$ cat src/rtl/mips_pkg.sv
`default_nettype none

package mips_pkg;

    localparam int WORD_W     = 32;
    localparam int REG_COUNT  = 32;
    localparam int IMEM_WORDS = 64;
    localparam int DMEM_WORDS = 16;

    typedef logic [WORD_W-1:0] word_t;
    typedef logic [4:0]        reg_addr_t;
    typedef logic [5:0]        imem_addr_t;
    typedef logic [3:0]        dmem_addr_t;

    ////////////////////////////////////////
    // Opcodes and R-type funct codes
    ////////////////////////////////////////
    localparam logic [5:0] OP_RTYPE = 6'h00;
    localparam logic [5:0] OP_ADDI  = 6'h08;
    localparam logic [5:0] OP_SLTI  = 6'h0a;
    localparam logic [5:0] OP_ANDI  = 6'h0c;
    localparam logic [5:0] OP_ORI   = 6'h0d;
    localparam logic [5:0] OP_LW    = 6'h23;
    localparam logic [5:0] OP_SW    = 6'h2b;
    localparam logic [5:0] OP_BEQ   = 6'h04;
    localparam logic [5:0] OP_BNE   = 6'h05;

    localparam logic [5:0] FN_SLL = 6'h00;
    localparam logic [5:0] FN_ADD = 6'h20;
    localparam logic [5:0] FN_SUB = 6'h22;
    localparam logic [5:0] FN_AND = 6'h24;
    localparam logic [5:0] FN_OR  = 6'h25;
    localparam logic [5:0] FN_SLT = 6'h2a;

    ////////////////////////////////////////
    // Operation selects
    ////////////////////////////////////////
    // Coarse class from the decoder that execute refines
    typedef enum logic [2:0] {
        ALU_CLASS_ADD,
        ALU_CLASS_SUB,
        ALU_CLASS_FUNCT,
        ALU_CLASS_SLT_IMM,
        ALU_CLASS_AND_IMM,
        ALU_CLASS_OR_IMM
    } alu_class_t;

    typedef enum logic [2:0] {
        ALU_ADD,
        ALU_SUB,
        ALU_AND,
        ALU_OR,
        ALU_SLT,
        ALU_SLL
    } alu_op_t;

    typedef enum logic [1:0] {
        FWD_REG,
        FWD_EXMEM,
        FWD_WB
    } fwd_sel_t;

endpackage

`default_nettype wire

$ cat src/rtl/mips_execute.sv
`timescale 1ns/1ps
`default_nettype none

module mips_execute import mips_pkg::*; (
    input  logic       clk,
    input  logic       i_rst,
    input  word_t      i_instr,
    input  word_t      i_pc4,
    input  logic       i_reg_write,
    input  logic       i_mem_to_reg,
    input  logic       i_mem_write,
    input  logic       i_branch,
    input  logic       i_nbranch,
    input  logic       i_alu_src,
    input  logic       i_reg_dst,
    input  alu_class_t i_alu_class,
    input  word_t      i_imm,
    input  word_t      i_rs_data,
    input  word_t      i_rt_data,
    input  logic       i_wb_we,
    input  reg_addr_t  i_wb_addr,
    input  word_t      i_wb_data,
    output word_t      o_exmem_alu,
    output word_t      o_exmem_store,
    output word_t      o_exmem_target,
    output reg_addr_t  o_exmem_dest,
    output logic       o_exmem_reg_write,
    output logic       o_exmem_mem_to_reg,
    output logic       o_exmem_mem_write,
    output logic       o_exmem_branch,
    output logic       o_exmem_nbranch,
    output logic       o_exmem_zero
);

    logic       ex_reg_write, ex_mem_to_reg, ex_mem_write, ex_branch, ex_nbranch;
    logic       ex_alu_src, ex_reg_dst;
    alu_class_t ex_alu_class;
    word_t      ex_pc4, ex_imm, ex_rs_data, ex_rt_data;
    reg_addr_t  ex_rs, ex_rt, ex_rd;
    fwd_sel_t   fwd_a, fwd_b;
    alu_op_t    alu_op;
    word_t      rs_val, rt_val, op_b, alu_y;

    ////////////////////////////////////////
    // ID/EX register
    ////////////////////////////////////////
    always_ff @(posedge clk) begin
        if (i_rst) begin
            ex_reg_write  <= 1'b0;
            ex_mem_to_reg <= 1'b0;
            ex_mem_write  <= 1'b0;
            ex_branch     <= 1'b0;
            ex_nbranch    <= 1'b0;
        end else begin
            ex_reg_write  <= i_reg_write;
            ex_mem_to_reg <= i_mem_to_reg;
            ex_mem_write  <= i_mem_write;
            ex_branch     <= i_branch;
            ex_nbranch    <= i_nbranch;
        end
    end

    always_ff @(posedge clk) begin
        ex_alu_src   <= i_alu_src;
        ex_reg_dst   <= i_reg_dst;
        ex_alu_class <= i_alu_class;
        ex_pc4       <= i_pc4;
        ex_imm       <= i_imm;
        ex_rs_data   <= i_rs_data;
        ex_rt_data   <= i_rt_data;
        ex_rs        <= i_instr[25:21];
        ex_rt        <= i_instr[20:16];
        ex_rd        <= i_instr[15:11];
    end

    ////////////////////////////////////////
    // Forwarding where EX/MEM wins over WB
    ////////////////////////////////////////
    function automatic fwd_sel_t fwd_pick(input reg_addr_t src, input logic mem_we,
                                          input reg_addr_t mem_dst, input logic wb_we,
                                          input reg_addr_t wb_dst);
        if (src == '0) begin
            return FWD_REG;
        end
        if (mem_we && mem_dst == src) begin
            return FWD_EXMEM;
        end
        if (wb_we && wb_dst == src) begin
            return FWD_WB;
        end
        return FWD_REG;
    endfunction

    assign fwd_a = fwd_pick(ex_rs, o_exmem_reg_write, o_exmem_dest, i_wb_we, i_wb_addr);
    assign fwd_b = fwd_pick(ex_rt, o_exmem_reg_write, o_exmem_dest, i_wb_we, i_wb_addr);

    always_comb begin
        case (fwd_a)
            FWD_EXMEM: rs_val = o_exmem_alu;
            FWD_WB:    rs_val = i_wb_data;
            default:   rs_val = ex_rs_data;
        endcase
        case (fwd_b)
            FWD_EXMEM: rt_val = o_exmem_alu;
            FWD_WB:    rt_val = i_wb_data;
            default:   rt_val = ex_rt_data;
        endcase
    end

    assign op_b = ex_alu_src ? ex_imm : rt_val;

    ////////////////////////////////////////
    // ALU control and ALU
    ////////////////////////////////////////
    // Funct and shamt come from the low immediate bits of an R-type word
    always_comb begin
        case (ex_alu_class)
            ALU_CLASS_SUB:     alu_op = ALU_SUB;
            ALU_CLASS_SLT_IMM: alu_op = ALU_SLT;
            ALU_CLASS_AND_IMM: alu_op = ALU_AND;
            ALU_CLASS_OR_IMM:  alu_op = ALU_OR;
            ALU_CLASS_FUNCT: begin
                case (ex_imm[5:0])
                    FN_SUB:  alu_op = ALU_SUB;
                    FN_AND:  alu_op = ALU_AND;
                    FN_OR:   alu_op = ALU_OR;
                    FN_SLT:  alu_op = ALU_SLT;
                    FN_SLL:  alu_op = ALU_SLL;
                    default: alu_op = ALU_ADD;
                endcase
            end
            default:           alu_op = ALU_ADD;
        endcase
    end

    always_comb begin
        case (alu_op)
            ALU_SUB: alu_y = rs_val - op_b;
            ALU_AND: alu_y = rs_val & op_b;
            ALU_OR:  alu_y = rs_val | op_b;
            ALU_SLT: alu_y = ($signed(rs_val) < $signed(op_b)) ? 32'd1 : 32'd0;
            ALU_SLL: alu_y = op_b << ex_imm[10:6];
            default: alu_y = rs_val + op_b;
        endcase
    end

    ////////////////////////////////////////
    // EX/MEM register
    ////////////////////////////////////////
    always_ff @(posedge clk) begin
        if (i_rst) begin
            o_exmem_reg_write  <= 1'b0;
            o_exmem_mem_to_reg <= 1'b0;
            o_exmem_mem_write  <= 1'b0;
            o_exmem_branch     <= 1'b0;
            o_exmem_nbranch    <= 1'b0;
        end else begin
            o_exmem_reg_write  <= ex_reg_write;
            o_exmem_mem_to_reg <= ex_mem_to_reg;
            o_exmem_mem_write  <= ex_mem_write;
            o_exmem_branch     <= ex_branch;
            o_exmem_nbranch    <= ex_nbranch;
        end
    end

    always_ff @(posedge clk) begin
        o_exmem_alu    <= alu_y;
        o_exmem_zero   <= (alu_y == '0);
        o_exmem_store  <= rt_val;
        o_exmem_target <= ex_pc4 + (ex_imm << 2);
        o_exmem_dest   <= ex_reg_dst ? ex_rd : ex_rt;
    end

endmodule

`default_nettype wire

$ cat config.mk
export PLATFORM = sky130hd
export DESIGN_NAME = mips_execute
export DESIGN_NICKNAME = d
export VERILOG_FILES = /design/src/rtl/mips_pkg.sv /design/src/rtl/mips_execute.sv
export SDC_FILE = /design/constraint.sdc
export NUM_CORES = 1
export LEC_CHECK = 0
export BUFFER_PORTS_ARGS = -buffer_cell sky130_fd_sc_hd__buf_4
export CAP_MARGIN = 10
export CORE_MARGIN = 2
export CORE_UTILIZATION = 50
export DETAILED_ROUTE_END_ITERATION = 7
export PLACE_DENSITY = 0.73
export SLEW_MARGIN = 15
export SYNTH_ARGS = -nofsm -noshare
export SYNTH_HDL_FRONTEND = slang
export SYNTH_SLANG_ARGS = --single-unit
$ cat constraint.sdc
create_clock -name clk -period 16.8 [get_ports clk]
set_input_delay 1.68 -clock clk [delete_from_list [all_inputs] [get_ports clk]]
set_output_delay 1.68 -clock clk [all_outputs]
set_load 0.02 [all_outputs]
**Word-level counts from Yosys, hierarchy flattened**

Cells that the tools add are included.

- Add/subtract/negate cells: 3
- Magnitude comparators: 1
- Equality and inequality tests: 22
- Shifts and indexed selects: 1
- Muxes and demuxes: 32
- Bitwise logic cells: 2
- Reductions and logical operators: 8

Operator list:

| kind | count |
|---|---|
| $pmux 32 s5 | 1 |
| $pmux 32 s2 | 2 |
| $add 32x32->32 | 2 |
| $and 32x32->32 | 1 |
| $logic_not 32->1 | 1 |
| $lt 32x32->1 | 1 |
| $mux 32 | 1 |
| $or 32x32->32 | 1 |
| $shl 32x5->32 | 1 |
| $sub 32x32->32 | 1 |
| $pmux 3 s5 | 2 |
| $eq 6x6->1 const B | 4 |
| $mux 2 | 12 |
| $eq 5x5->1 | 4 |
| $mux 1 | 13 |
| $eq 3x2->1 const B | 4 |
| $eq 3x3->1 const B | 4 |
| $logic_not 5->1 | 2 |
| $eq 3x1->1 const B | 2 |
| $logic_not 6->1 | 1 |
| $mux 5 | 1 |
| $eq 2x1->1 const B | 2 |
| $eq 2x2->1 const B | 2 |
| $logic_and 1x1->1 | 4 |

- Register bits: 260
- Input bits: 210
- Output and inout bits: 107
- Word-level logic and storage cells: 94

**Logic depth before layout (Yosys ltp)**

Gate-level depths: netlist of the first run.

- Word-level depth: 16
- Mapped depth: 25
- Depth with buffers taken out: 22

**Least setup slack after synthesis of the first run**

No wires, ideal clock.

- Kind: input -> register
- Start: input i_wb_addr[3]
- End: register o_exmem_zero
- Library setup time: 88 ps
- Arrival: 6,909 ps
- Required time: 16,712 ps
- Path slack: 9,803 ps
- Stages on the path: 24
- Path buffers: 4
- Path through: xor2_1 nor3_1 nand3_1 or3_1 ha_1 buf_6 buf_6 buf_6 clkbuf_1 mux2i_1 o21ai_0 inv_1 ha_1 nor2b_1 o31ai_1 nand3_1 a311o_1 or2_2 a211oi_1 nor2_1 or4_1 nor4_2 nand4b_1 nor4_2

- Elaborated cells between the ends (all ways): 34
- Those cells by class: add/sub: 2; order compare: 1; eq/ne: 6; shift: 1; mux: 19; bitwise: 2; reduce/logical: 3

RTL lines:

| element | line | source |
|---|---|---|
| start: declaration | mips_execute.sv:21 | `input reg_addr_t i_wb_addr,` |
| $eq 5x5->1 | mips_execute.sv:88 | `if (wb_we && wb_dst == src) begin` |
| $logic_and 1x1->1 | mips_execute.sv:88 |  |
| $mux 1 (2 in series) | mips_execute.sv:88 |  |
| $mux 1 | mips_execute.sv:85 | `if (mem_we && mem_dst == src) begin` |
| $mux 2 | mips_execute.sv:91 | `return FWD_REG;` |
| $mux 2 | mips_execute.sv:88 |  |
| $mux 2 | mips_execute.sv:85 |  |
| $eq 2x2->1 or $eq 2x1->1 (tied branches) | mips_execute.sv:103 | `case (fwd_b)` |
| $pmux 32 s2 | mips_execute.sv:103 |  |
| $mux 32 | mips_execute.sv:110 | `assign op_b = ex_alu_src ? ex_imm : rt_val;` |
| $add 32x32->32 (tied with other cells) | mips_execute.sv:143 | `default: alu_y = rs_val + op_b;` |
| $pmux 32 s5 (*) | mips_execute.sv:137 | `case (alu_op)` |
| named net alu_y[13] | mips_execute.sv:42 | `word_t rs_val, rt_val, op_b, alu_y;` |
| $logic_not 32->1 (*) | mips_execute.sv:168 | `o_exmem_zero <= (alu_y == '0);` |
| end signal: assignment | mips_execute.sv:168 |  |
| end: declaration | mips_execute.sv:32 | `output logic o_exmem_zero` |

Mark *: on every way through the listed nets, which the timed path passes. The rest lies on a longest branch. The select of a mux whose other input is x is not followed.
A chain may end at the register's enable or synchronous reset.

**Worst setup path in the final report of the first run**

Same ends and word-level chain as after synthesis.

==> results, run 1 <==
- The path class of the tightest hold or removal check is flop to flop.
- The per-instance average area after synthesis is a little under 9 um2.
- The weighted congestion reported at the end of routability-driven placement is ~0.99.
- The clock arrives with about 0.010 ns of skew.
- The signal on the critical path passes through buf_4 > xor2_1 > nor3_1 > nand3_1 > or3_1 > ha_2 > buf_4 > mux2i_1 > o21ai_0 > ha_1 > nor3_1 > o31ai_1 > nand3_1 > a41oi_2 > a21o_1 > a221oi_1 > o21ai_0 > or4_4 > nor4_2 > nand4b_1 > nor4_2.
- The die height is 188 um.
- The clock network latency to the later pin of the worst-skew pair is between 0.5 and 0.6 ns.
- Across the VDD grid, the largest voltage drop is about 0.094 mV.
- The number of unique standard cell types used by synthesis is slightly above 100.
- TritonCTS built the clock tree.
- The count of mapped cells out of synthesis is around 1900.
- The worst path required time is 17.27 ns.
- The met3 usage in global routing is 0.0552.
- The termination of the worst setup path is o_exmem_zero$_DFF_P_.
- The tool flagged a number of max-cap violations equal to 0.
- Before CTS, the worst setup slack after placement is just over 8 ns.
- For this run the aggregate overflow at the end of global routing stands at 0.
- The cell chosen for the clock root is clkbuf_16.
- The count of nets left with antenna violations once routing finished came out at 0.
- The biggest cell delay along the critical path is 0.76 ns.
- The count of final setup violators is 0.
- The top-level port count is around 320.
- The max-slew violation total from the final report is 0.
- After detailed routing, the number of remaining DRC violations is 0.
- The largest individual stage delay along the critical path comes from the cell ha_2.
- The count of input and output buffers is roughly 300.
- The count of hold buffers inserted by post-cts repair is 0.
- The detailed-placement wirelength estimate is 47.7 mm.
- The number of detailed-route iterations in the first pass is 7.
- The initial antenna violation count came to 0.
- The share of synthesized area occupied by flip-flops and latches is 0.309.
- The first global-routing pass estimated between 90 and 100 mm of wire.
- The register-to-register path setup slack is roughly 9.4 ns.
- The origin of the worst setup path is i_wb_addr[3].
- The number of rows created at floorplan is between 60 and 70.
- Dividing the detail-routed wire length by the instance count gives roughly 23 um.
- The number of sinks driven by the clock tree is 260.
- The met2 global-route usage is 0.569.
- The critical path is of the primary input to flop type.
- Based on the critical path, the design can be clocked at up to 121 MHz.
- The startpoint type of the worst setup path is a primary input.
- The worst slew slack as a fraction of its limit is 0.166.
- The netlist area before placement is ~17000 um2.
- Of the available clock period, the critical path in the final layout requires 0.493.
- The final count of hold timing violations came to 0.
- The critical path crosses 21 cells after its start point.
- The via count of the first global-routing pass came to 15803.
- Yosys mapped a number of flops with a built-in enable equal to 0.
- In this run, CTS created clock tree buffers numbering 28.
- For the worst setup path, the data arrival time is 8.75 ns.
- The antenna diode count is 0.
- Setup repair after global routing left no endpoint under its margin.
- The flip-flop cell with the highest count after synthesis is dfxtp_1.
- Setup slack on the critical path of the routed design comes to 8.52 ns.
- The total wire length after detailed routing is a little over 60 mm.
- The post-CTS setup buffer count is 0.
- The flip-flop and latch count after synthesis is 260.
- The worst setup path is captured at a flop.
- In the final design database the tool counted 2510 nets.
- The leakage power is between 8 and 9 nW.
- The number of warnings reported in the yosys synthesis log is 0.
- After detailed routing, the number of vias per cell comes to just over 6.
- The pin count of the biggest net entering global routing is 88.
- The total global-route track usage is 0.340.
- For the worst flop-to-flop path, the logic depth is 20.
- The share of flip-flops with an asynchronous set or reset is 0.
- The first routing iteration left 1482 violations.
- The floorplan step defined a die boundary enclosing approximately 35000 um2.
- The clock period minus worst slack is ~8.3 ns.
- The top fanout value on the critical path is a little over 50.
- The busiest layer in global routing is met2.
- The longest clock path from root to sink contains 3 buffers.
- CTS built an H-tree with a depth of 1.
- Relative to the synthesized area, the layout overhead comes to 20.9%.
- After floorplanning, the core was sized to cover about 33000 um2.
- Adding up every negative setup slack in the final design gives 0 ns.
- In this run the critical register-to-register path is captured at o_exmem_zero$_DFF_P_.
- The power per unit of standard cell area is a little under 100 nW/um2.
- The buffering stage count on the worst path with inverters included is 2.
- The number of resized instances in the post-cts repair step is 0.
- The worst register-to-register path begins at ex_rt[3]$_DFF_P_.
- The post-synthesis net count is around 2300.
- The number of vias after detailed routing is about 16000.
- The pin slew with the least headroom to its limit is 1.25 ns.
- On the critical path the largest part of the delay comes from simple AND/OR/NAND/NOR gates.
- Clock-pin slew was measured on the worst setup and hold paths at roughly 0.06 ns.
- For this run, global-route usage on met1 was measured as 0.422.
- The initial core utilization is 0.505.
- In the final layout, the share of cells above drive strength 1 is 0.236.
- The floorplan die width is ~190 um.
- The flow ran to the end, and the final reports show no timing, DRC or antenna violations.
synthesized netlist by cell type (13+ instances only):
master / count / area [um2]
nor2_1: 142 / 533
a221oi_1: 18 / 158
or3_1: 15 / 93.8
o211ai_1: 20 / 150
mux2i_1: 19 / 190
nor3_1: 79 / 395
ha_1: 130 / 1630
o22ai_1: 13 / 81.3
inv_1: 123 / 462
a211oi_1: 24 / 180
nand2_1: 132 / 495
o21a_1: 19 / 143
mux4_2: 22 / 495
a21o_1: 40 / 300
nor2b_1: 46 / 288
a221oi_2: 19 / 285
nand2b_1: 13 / 81.3
nor4_1: 20 / 125
o221ai_1: 16 / 140
mux2_2: 31 / 349
o31ai_1: 15 / 113
o21ai_0: 109 / 546
clkbuf_1: 52 / 195
dfxtp_1: 260 / 5200
buf_2: 28 / 140
a21oi_1: 100 / 500
and3_1: 15 / 93.8
xnor2_1: 37 / 324
o21bai_1: 15 / 113
xor2_1: 25 / 219
nand4_1: 13 / 81.3
nand3_1: 28 / 140
a22oi_1: 49 / 368
worst min-delay path by stage:
stage / start / endpoint / slack [ns] / cells after the start
6_report: ex_pc4[0]$_DFF_P_ / o_exmem_target[0]$_DFF_P_ / 0.33 / 0
5_1_grt: ex_pc4[1]$_DFF_P_ / o_exmem_target[1]$_DFF_P_ / 0.33 / 0
4_1_cts: ex_pc4[1]$_DFF_P_ / o_exmem_target[1]$_DFF_P_ / 0.33 / 0
3_5_place_dp: ex_pc4[0]$_DFF_P_ / o_exmem_target[0]$_DFF_P_ / 0.31 / 0
3_3_place_gp: ex_pc4[1]$_DFF_P_ / o_exmem_target[1]$_DFF_P_ / 0.31 / 0
2_1_floorplan: ex_pc4[0]$_DFF_P_ / o_exmem_target[0]$_DFF_P_ / 0.31 / 0
power by group:
| group | internal (W) | switching (W) |
|---|---|---|
| Sequential | 0.000678 | 0.0000432 |
| Clock | 0.000410 | 0.000261 |
| Combinational | 0.000250 | 0.000369 |
| Total | 0.00134 | 0.000673 |
cell families (layout without fill, tap and decap cells):
logic type | Yosys count | count (layout) | synth area share
compound gates | 584 | 584 | 0.262
xor+xnor | 62 | 62 | 0.0322
buf+inv | 229 | 505 | 0.0600
fa+ha+maj | 133 | 133 | 0.100
flops | 260 | 260 | 0.309
simple gates | 568 | 568 | 0.170
mux | 76 | 76 | 0.0676
layout by cell type (no fill, tap or decap), drive strengths merged, types with 49 or more instances in the layout:
master / count
buf: 328
dfxtp: 260
nor2: 146
nand2: 133
ha: 130
inv: 129
o21ai: 119
a21oi: 100
nor3: 81
a22oi: 49
routing by layer:
layer | up-vias | wire length [um] | part of all wire
met3 | 160 | 4670 | 0.076
met5 | - | 0 | 0
li1 | 7577 | - | -
met2 | 833 | 28600 | 0.46
met1 | 7781 | 24600 | 0.40
met4 | 0 | 3640 | 0.059
cell type report:
cell class	count	area (um2)
fill	2917	13000
clock inverter	18	240
sequential	260	5210
timing repair buffer	328	2460
inverter	126	473
multi-input combinational	1423	10700
clock buffer	33	781
tap	448	561
worst reg2reg max path, cell delays in order, from the launching register on:
cell	delay, ns
dfxtp_1	0.36
xor2_1	0.18
nor3_1	0.28
nand3_1	0.14
or3_1	0.35
ha_2	0.76
buf_4	0.58
mux2i_1	0.19
o21ai_0	0.71
ha_1	0.39
nor3_1	0.45
o31ai_1	0.20
nand3_1	0.31
a41oi_2	0.28
a21o_1	0.32
a221oi_1	0.25
o21ai_0	0.23
or4_4	0.57
nor4_2	0.33
nand4b_1	0.21
nor4_2	0.27
metrics by stage:
step	hold slack (ns)	instances	power, W	instance area [um2]	utilization
final	0.325	2636	0.00201	20400	0.611
after global routing	0.331	2636	0.00210	20400	0.611
after CTS	0.327	2636	0.00201	20400	0.611
after detailed placement	0.313	2585	0.00134	19400	0.580
after global placement	0.312	2585	0.00133	19400	0.580
after floorplan	0.310	1912	0.00111	16900	-
(Power assumes the default switching activity.)
==> run 2: changes to the inputs <==
--- a/config.mk
+++ b/config.mk
@@ -10,7 +10,7 @@
 export CORE_MARGIN = 2
 export CORE_UTILIZATION = 50
 export DETAILED_ROUTE_END_ITERATION = 7
-export PLACE_DENSITY = 0.73
+export PLACE_DENSITY = 0.76
 export SLEW_MARGIN = 15
 export SYNTH_ARGS = -nofsm -noshare
 export SYNTH_HDL_FRONTEND = slang
==> constraint.sdc (replaced) <==
create_clock -name clk -period 7.4 [get_ports clk]
set_input_delay 0.74 -clock clk [delete_from_list [all_inputs] [get_ports clk]]
set_output_delay 0.74 -clock clk [all_outputs]
set_load 0.02 [all_outputs]
==> run 2 against run 1 <==
Net effect:
- sequential share of layout area decreased by 0.23 points
- critical endpoint unchanged
- first-iteration DRC count increased by 12%
- non-clock buffer count grew 24
- global-route usage grew 1.3 points
- final cell count is 0.95% higher
==> results, run 2 (synthesized netlist as in run 1, its figures left out) <==
- The run finished with clean final reports.
- The kind of path behind the tightest hold check is primary input to flop.
- The area of the multi-input gates is 10700 um2.
- Dividing the final minimum period by the clock period gives 0.901.
- Wires add up to 64.1 mm.
- The most common library cell in the layout ignoring fill and taps is buf_4.
- The wire length per cell is around 24 um.
- The hold-critical path depth is 1.
- The number of remaining DRC errors is 0.
- Using the TritonRoute via totals, the vias-per-cell ratio works out to ~6.2.
- The first routing iteration left approximately 1700 violations.
- The worst slew slack as a fraction of its limit is 0.334.
- At the end of the flow, the number of nets in the layout was 2534.
- The first global-routing pass estimated 96.3 mm of wire.
- Setup repair after global routing left no endpoint under its margin.
- IR analysis of the VDD net gives a maximum drop of between 0.3 and 0.4 mV.
- The count of input and output buffers is between 200 and 300.
- The leakage power is around 9.1 nW.
- The endpoint class of the critical path is a flop.
- The die height is roughly 190 um.
- The floorplan die width is roughly 190 um.
- The number of clock buffers added by TritonCTS is 28.
- The final setup skew is approximately 0.028 ns.
- Across all setup checks in the final design, the least slack found is ~0.73 ns.
- Compared with the post-synthesis result, the final layout area differs by 22.0%.
- The combinational power share is 0.308.
- For this design, the CTS-stage hold fixing added 0 buffers.
- At the placement stage, the worst setup path has a slack of around 0.55 ns.
- The fraction of power spent switching nets is 0.335.
- The pin slew with the least headroom to its limit is roughly 1.0 ns.
- In this run the core area contains 67 standard-cell rows.
- The placed instances occupy a cell area of between 15000 and 20000 um2.
- In this run, post-CTS repair resized a total of 0 instances.
- The cell chosen for the clock root is clkbuf_16.
- The detailed-placement wirelength estimate is 49.8 mm.
- The number of vias after detailed routing is ~16000.
- Power comes to 0.00463 W.
- The total global-route track usage is 0.354.
- The buffering stage count on the worst path with inverters included is 3.
- Clock-pin slew was measured on the worst setup and hold paths at about 0.070 ns.
- The share of total power in sequential cells is 0.356.
- The reg-to-reg endpoint is o_exmem_zero$_DFF_P_.
- The CTS tree is built.
- The type of the worst setup path is flop to flop.
- The internal portion of the total power is between 0.003 and 0.004 W.
- The biggest cell delay along the critical path is just over 0.7 ns.
- The startpoint type of the worst setup path is a flop.
- The register area is approximately 5200 um2.
- The number of nets with antenna violations after detailed routing is 0.
- The clock reaches the later pin of the worst-skew pair after between 0.5 and 0.6 ns.
- In this run the number of H-tree levels came out at 1.
- Of the total power, the clock network draws 0.336.
- The launching point of the worst reg2reg path is o_exmem_dest[1]$_DFF_P_.
- The signal on the critical path passes through xor2_1 > nor4_1 > and3_1 > or3_1 > inv_1 > ha_1 > buf_4 > buf_4 > a22oi_1 > o21ai_0 > ha_1 > o21a_1 > a2111oi_0 > o31ai_1 > a21o_1 > o41ai_1 > nor2_1 > a211oi_1 > a2bb2oi_1 > or3_1 > nor4_2.
- The number of detailed-route iterations in the first pass is 5.
- Once the clock tree was built, the setup fixing pass inserted 0 buffers.
- Among all stages on the critical path, the largest delay is contributed by ha_1.
- The filler cell count in the final layout is 2877.
- The initial core utilization is 0.505.
- Setup violations remaining at the end of the flow were counted as 0.
- The via count of the first global-routing pass is ~16000.
- In the layout the commonest cells are 352 x buf_4, 258 x dfxtp_1, 140 x nor2_1.
- Derived from the worst setup path, the maximum achievable clock frequency is around 150 MHz.
- Setup total negative slack on the finished layout was measured at 0 ns.
- The number of sinks driven by the clock tree is 260.
- The initial antenna violation count is 1.
- The data arrival time of the worst path is just over 7 ns.
- The die covers 35200 um2.
- For the worst setup path, the data required time is 7.88 ns.
- At the end of routability-driven placement, the weighted congestion stood at 1.03.
- The max-slew violation total from the final report is 0.
- In the final layout, the share of cells above drive strength 1 is 0.242.
- Power spread over the standard cell area amounts to roughly 230 nW/um2.
- The clock passes through at most 3 buffers.
- The worst hold path begins at i_rt_data[5].
- The path depth of the worst reg2reg path is 21.
- Grouping stages by cell kind, the critical path spends the most delay in compound AO/OA/AOI/OAI gates.
- In this run the power spent charging and discharging nets is between 0.0015 and 0.002 W.
- The total global routing overflow is 0.
- The top fanout value on the critical path is 14.
- The worst hold path terminates at ex_rt_data[5]$_DFF_P_.
- The design area is 20600 um2.
- The final count of hold timing violations is 0.
- The clock period could shrink to about 6.7 ns.
- Across all hold checks on the routed design, the worst slack comes to between 0.2 and 0.3 ns.
- The setup check on the worst reg-to-reg path leaves a slack of between 0.7 and 0.8 ns.
- The top-level port count is between 300 and 400.
- The count of maximum capacitance violations is 0.
- The pin count of the biggest net entering global routing is 49.
- The floorplan step defined a core boundary enclosing approximately 33000 um2.
[run 2: cell types whose count changed in the layout (fill, tap and decap cells not counted), moves of 2 or more]
| cell | delta |
|---|---|
| buf_4 | +24 |
| clkbuf_1 | +5 |
| clkinv_2 | -2 |
| clkinvlp_4 | -3 |
| ha_1 | +2 |
| ha_2 | -2 |
[run 2: metrics by stage]
stage | util | std cells
6_report | 0.617 | 2661
3_3_place_gp | 0.586 | 2609
3_5_place_dp | 0.586 | 2609
5_1_grt | 0.616 | 2660
4_1_cts | 0.616 | 2660
2_1_floorplan | - | 1912
[run 2: area by class of cell]
cell class,count,share of cell area
antenna,1,0.000122
inverter,126,0.0230
multi-input combinational,1423,0.518
clock buffer,37,0.0382
tap,448,0.0272
sequential,260,0.253
clock inverter,14,0.0117
timing repair buffer,352,0.128
[run 2: power by group through the flow]
stage | clock, W | sequential (W) | combinational, W
4_1_cts | 0.00157 | 0.00164 | 0.00140
2_1_floorplan | 0 | 0.00175 | 0.000765
5_1_grt | 0.00163 | 0.00166 | 0.00153
3_5_place_dp | 0 | 0.00167 | 0.00139
6_report | 0.00156 | 0.00165 | 0.00143
3_3_place_gp | 0 | 0.00167 | 0.00138
[run 2: worst max path at each step]
stage	start	slack [ns]	depth (start not counted)	endpoint
floorplan	i_wb_addr[3]	1.34	24	o_exmem_zero$_DFF_P_
global placement	i_wb_addr[3]	0.56	21	o_exmem_zero$_DFF_P_
detailed placement	i_wb_addr[3]	0.55	23	o_exmem_zero$_DFF_P_
CTS	o_exmem_dest[1]$_DFF_P_	0.87	20	o_exmem_zero$_DFF_P_
global route	o_exmem_dest[1]$_DFF_P_	0.54	20	o_exmem_zero$_DFF_P_
finish	o_exmem_dest[1]$_DFF_P_	0.73	21	o_exmem_zero$_DFF_P_
[run 2: worst register-to-register path, cell delays in order, from the launching register on]
cell	delay [ns]
dfxtp_1	0.44
xor2_1	0.19
nor4_1	0.07
and3_1	0.19
or3_1	0.41
inv_1	0.08
ha_1	0.72
buf_4	0.33
buf_4	0.20
a22oi_1	0.09
o21ai_0	0.44
ha_1	0.41
o21a_1	0.24
a2111oi_0	0.56
o31ai_1	0.17
a21o_1	0.25
o41ai_1	0.69
nor2_1	0.14
a211oi_1	0.20
a2bb2oi_1	0.15
or3_1	0.41
nor4_2	0.20
[run 2: per-layer routing]
metal / part of all wire / wire, um / up-vias / GRT usage
li1: - / - / 7621 / -
met1: 0.39 / 25000 / 7790 / 0.428
met2: 0.47 / 29900 / 871 / 0.598
met3: 0.080 / 5150 / 166 / 0.0618
met4: 0.063 / 4050 / 0 / 0.194
met5: 0 / 0 / - / 0
==> run 3: changes to the inputs <==
--- a/config.mk
+++ b/config.mk
@@ -7,10 +7,12 @@
 export LEC_CHECK = 0
 export BUFFER_PORTS_ARGS = -buffer_cell sky130_fd_sc_hd__buf_4
 export CAP_MARGIN = 10
+export CELL_PAD_IN_SITES_DETAIL_PLACEMENT = 0
+export CELL_PAD_IN_SITES_GLOBAL_PLACEMENT = 1
 export CORE_MARGIN = 2
-export CORE_UTILIZATION = 50
+export CORE_UTILIZATION = 39
 export DETAILED_ROUTE_END_ITERATION = 7
-export PLACE_DENSITY = 0.76
+export PLACE_DENSITY_LB_ADDON = 0.1
 export SLEW_MARGIN = 15
 export SYNTH_ARGS = -nofsm -noshare
 export SYNTH_HDL_FRONTEND = slang
==> run 3 against run 2 <==
Net effect:
- utilization down 13 points
- non-clock buffer count did not move
- sequential power is essentially flat
- critical path depth increased by 2
- critical endpoint unchanged
==> results, run 3 (synthesized netlist as in run 1, its figures left out) <==
- The endpoint class of the critical path is a flop.
- Between clock sinks in the finished design, the worst skew comes to ~0.019 ns.
- Power spread over the standard cell area amounts to roughly 220 nW/um2.
- The count of buffers added on input and output ports is between 200 and 300.
- From left edge to right edge, the die measures approximately 210 um.
- The number of buffers added by the clock tree synthesis step is 29.
- Of the available clock period, the critical path in the final layout requires 0.874.
- The startpoint type of the worst setup path is a flop.
- Leaving out fill and tap cells, the most frequent cell in the layout is buf_4.
- The top achievable clock speed is roughly 150 MHz.
- The die height is around 210 um.
- In this run the critical register-to-register path is launched from o_exmem_dest[3]$_DFF_P_.
- The number of nets with antenna violations after detailed routing is 0.
- The critical path goes through xor2_1 > nor4_1 > and3_1 > or3_1 > inv_1 > ha_1 > buf_4 > a22oi_1 > o21ai_0 > inv_1 > fa_1 > o21bai_1 > a2111oi_2 > buf_4 > nor3_2 > a211oi_4 > o41ai_2 > a211oi_1 > a221oi_1 > o211ai_1 > nor4_1 > nand4b_1 > nor4_2.
- The final layout contains approximately 2500 nets.
- The number of design-rule violations left by the first detailed-router iteration is 1376.
- The number of rows created at floorplan is 76.
- The clock network latency to the later pin of the worst-skew pair is between 0.5 and 0.6 ns.
- Relative to the synthesized area, the layout overhead comes to 23.2%.
- The detailed-route vias per instance is 5.82.
- The wire length per cell is between 20 and 25 um.
- The number of resized instances in the post-cts repair step is 0.
- The multi-input combinational cells in the finished layout cover a total of roughly 11000 um2.
- The max-slew violation total from the final report is 0.
- With fillers left out, the area of the finished cells amounts to 20800 um2.
- The weighted congestion reported at the end of routability-driven placement is a little under 1.
- The layout has between 4000 and 5000 filler cells.
- The worst pin sits at a relative slew slack of 0.332.
- around 320 I/O pins were placed.
- Detailed placement finished with a half-perimeter wire length of between 50 and 60 mm.
- After floorplanning, the core was sized to cover roughly 43000 um2.
- The instance area after placement is 19700 um2.
- The first-pass GRT wire length is a little under 100 mm.
- The total global routing overflow is 0.
- The count of final setup violators is 0.
- Entering global routing, the biggest net connects 50 pins.
- The proportion of layout cells with a drive suffix above 1 is 0.244.
- The kind of path behind the tightest hold check is primary input to flop.
- Data on the critical path is required at its endpoint by around 7.9 ns.
- The most critical setup path has its startpoint at o_exmem_dest[3]$_DFF_P_.
- The total global-route track usage is 0.295.
- The via count of the first global-routing pass is ~16000.
- The maximum buffer depth of the clock tree is 3.
- The initial antenna violation count came to 2.
- For the final routed database, the setup TNS stands at 0 ns.
- The total wire length after detailed routing is 67.6 mm.
- In the layout the commonest cells are 351 x buf_4, 258 x dfxtp_1, 141 x nor2_1.
- The first detailed-routing pass ran for 6 iterations.
- Summed over all cells, the static leakage comes to 9.09 nW.
- The slowest stage cell on the critical path is o21ai_0.
- The count of hold buffers inserted by post-cts repair is 0.
- The clock period minus worst slack is between 6 and 7 ns.
- Max-cap violations in this run came to 0.
- The flow ran to the end, and the final reports show no timing, DRC or antenna violations.
- The number of setup buffers added after CTS is 0.
- The antenna diode count is 0.
- Setup repair after global routing left no endpoint under its margin.
- The maximum ir drop on the vdd rail is roughly 0.21 mV.
- Of all nets on the critical path, the largest fanout is 11.
- The clock slew seen by the registers of the worst setup and hold paths is approximately 0.060 ns.
- The number of vias after detailed routing is around 16000.
- The buffering stage count on the worst path with inverters included is 4.
- The family with the most delay on the worst path is compound AO/OA/AOI/OAI gates.
- TritonCTS built the clock tree.
- The pin slew with the least headroom to its limit is approximately 1.0 ns.
- The type of the worst setup path is flop to flop.
- The cell sitting at the root of the clock tree is a clkbuf_16.
- The data arrival time of the worst path is 6.97 ns.
- After detailed routing, the number of remaining DRC violations is 0.
- The final count of hold timing violations is 0.
- The tree built by TritonCTS fans out to 260 sinks.
- In this run the number of H-tree levels came out at 1.
- The design draws 0.00467 W.
- For this configuration, the core starts out at a cell density of 0.393.
- The sequential cells in the finished layout cover a total of 5210 um2.
- After detailed placement, the design holds a cell count of ~2700.
- In this run the most critical hold path is launched from i_imm[3].
- The finished layout holds ~2800 standard cells, fillers aside.
- The die outline area is around 45000 um2.
- On the worst path, the slowest cell contributes a delay of approximately 0.56 ns.
run 3: routing by layer:
metal  wire, um  up-vias  GRT usage
met5         10        -          0
met4       3430        2      0.132
met3       4550      149     0.0432
met2      31500      706      0.497
met1      28200     7790      0.374
li1           -     7624          -
run 3: through the flow:
stage / util / hold slack, ns / setup WS (ns)
2_1_floorplan: - / 0.310 / 1.34
3_3_place_gp: 0.460 / 0.310 / 0.657
3_5_place_dp: 0.460 / 0.314 / 0.573
4_1_cts: 0.484 / 0.219 / 0.957
5_1_grt: 0.484 / 0.236 / 0.571
6_report: 0.484 / 0.249 / 0.930
run 3: path summary, 6_finish.rpt:
path                               end  depth (start not counted)  slack [ns]
max               o_exmem_zero$_DFF_P_                         23        0.93
min                  ex_imm[3]$_DFF_P_                          1        0.25
max reg2reg       o_exmem_zero$_DFF_P_                         23        0.93
min reg2reg  o_exmem_target[1]$_DFF_P_                          0        0.33
run 3: final cells by class:
type,instances,share of cell area
Clock buffer,36,0.0391
Tap cell,585,0.0352
Clock inverter,16,0.0108
Sequential cell,260,0.251
Multi-Input combinational cell,1423,0.514
Timing Repair Buffer,352,0.128
Inverter,126,0.0228
run 3: power breakdown:
group	switching [W]	internal (W)	leakage (nW)
clock	0.000615	0.000950	0.510
combinational	0.000847	0.000587	6.39
sequential	0.000127	0.00154	2.19
run 3: worst register-to-register path, cell delays in order (launching register included):
cell and delay (ns):
dfxtp_1 0.41, xor2_1 0.16, nor4_1 0.07, and3_1 0.18
or3_1 0.43, inv_1 0.08, ha_1 0.51, buf_4 0.23
a22oi_1 0.08, o21ai_0 0.56, inv_1 0.16, fa_1 0.45
o21bai_1 0.29, a2111oi_2 0.12, buf_4 0.16, nor3_2 0.33
a211oi_4 0.11, o41ai_2 0.51, a211oi_1 0.26, a221oi_1 0.32
o211ai_1 0.20, nor4_1 0.32, nand4b_1 0.19, nor4_2 0.26
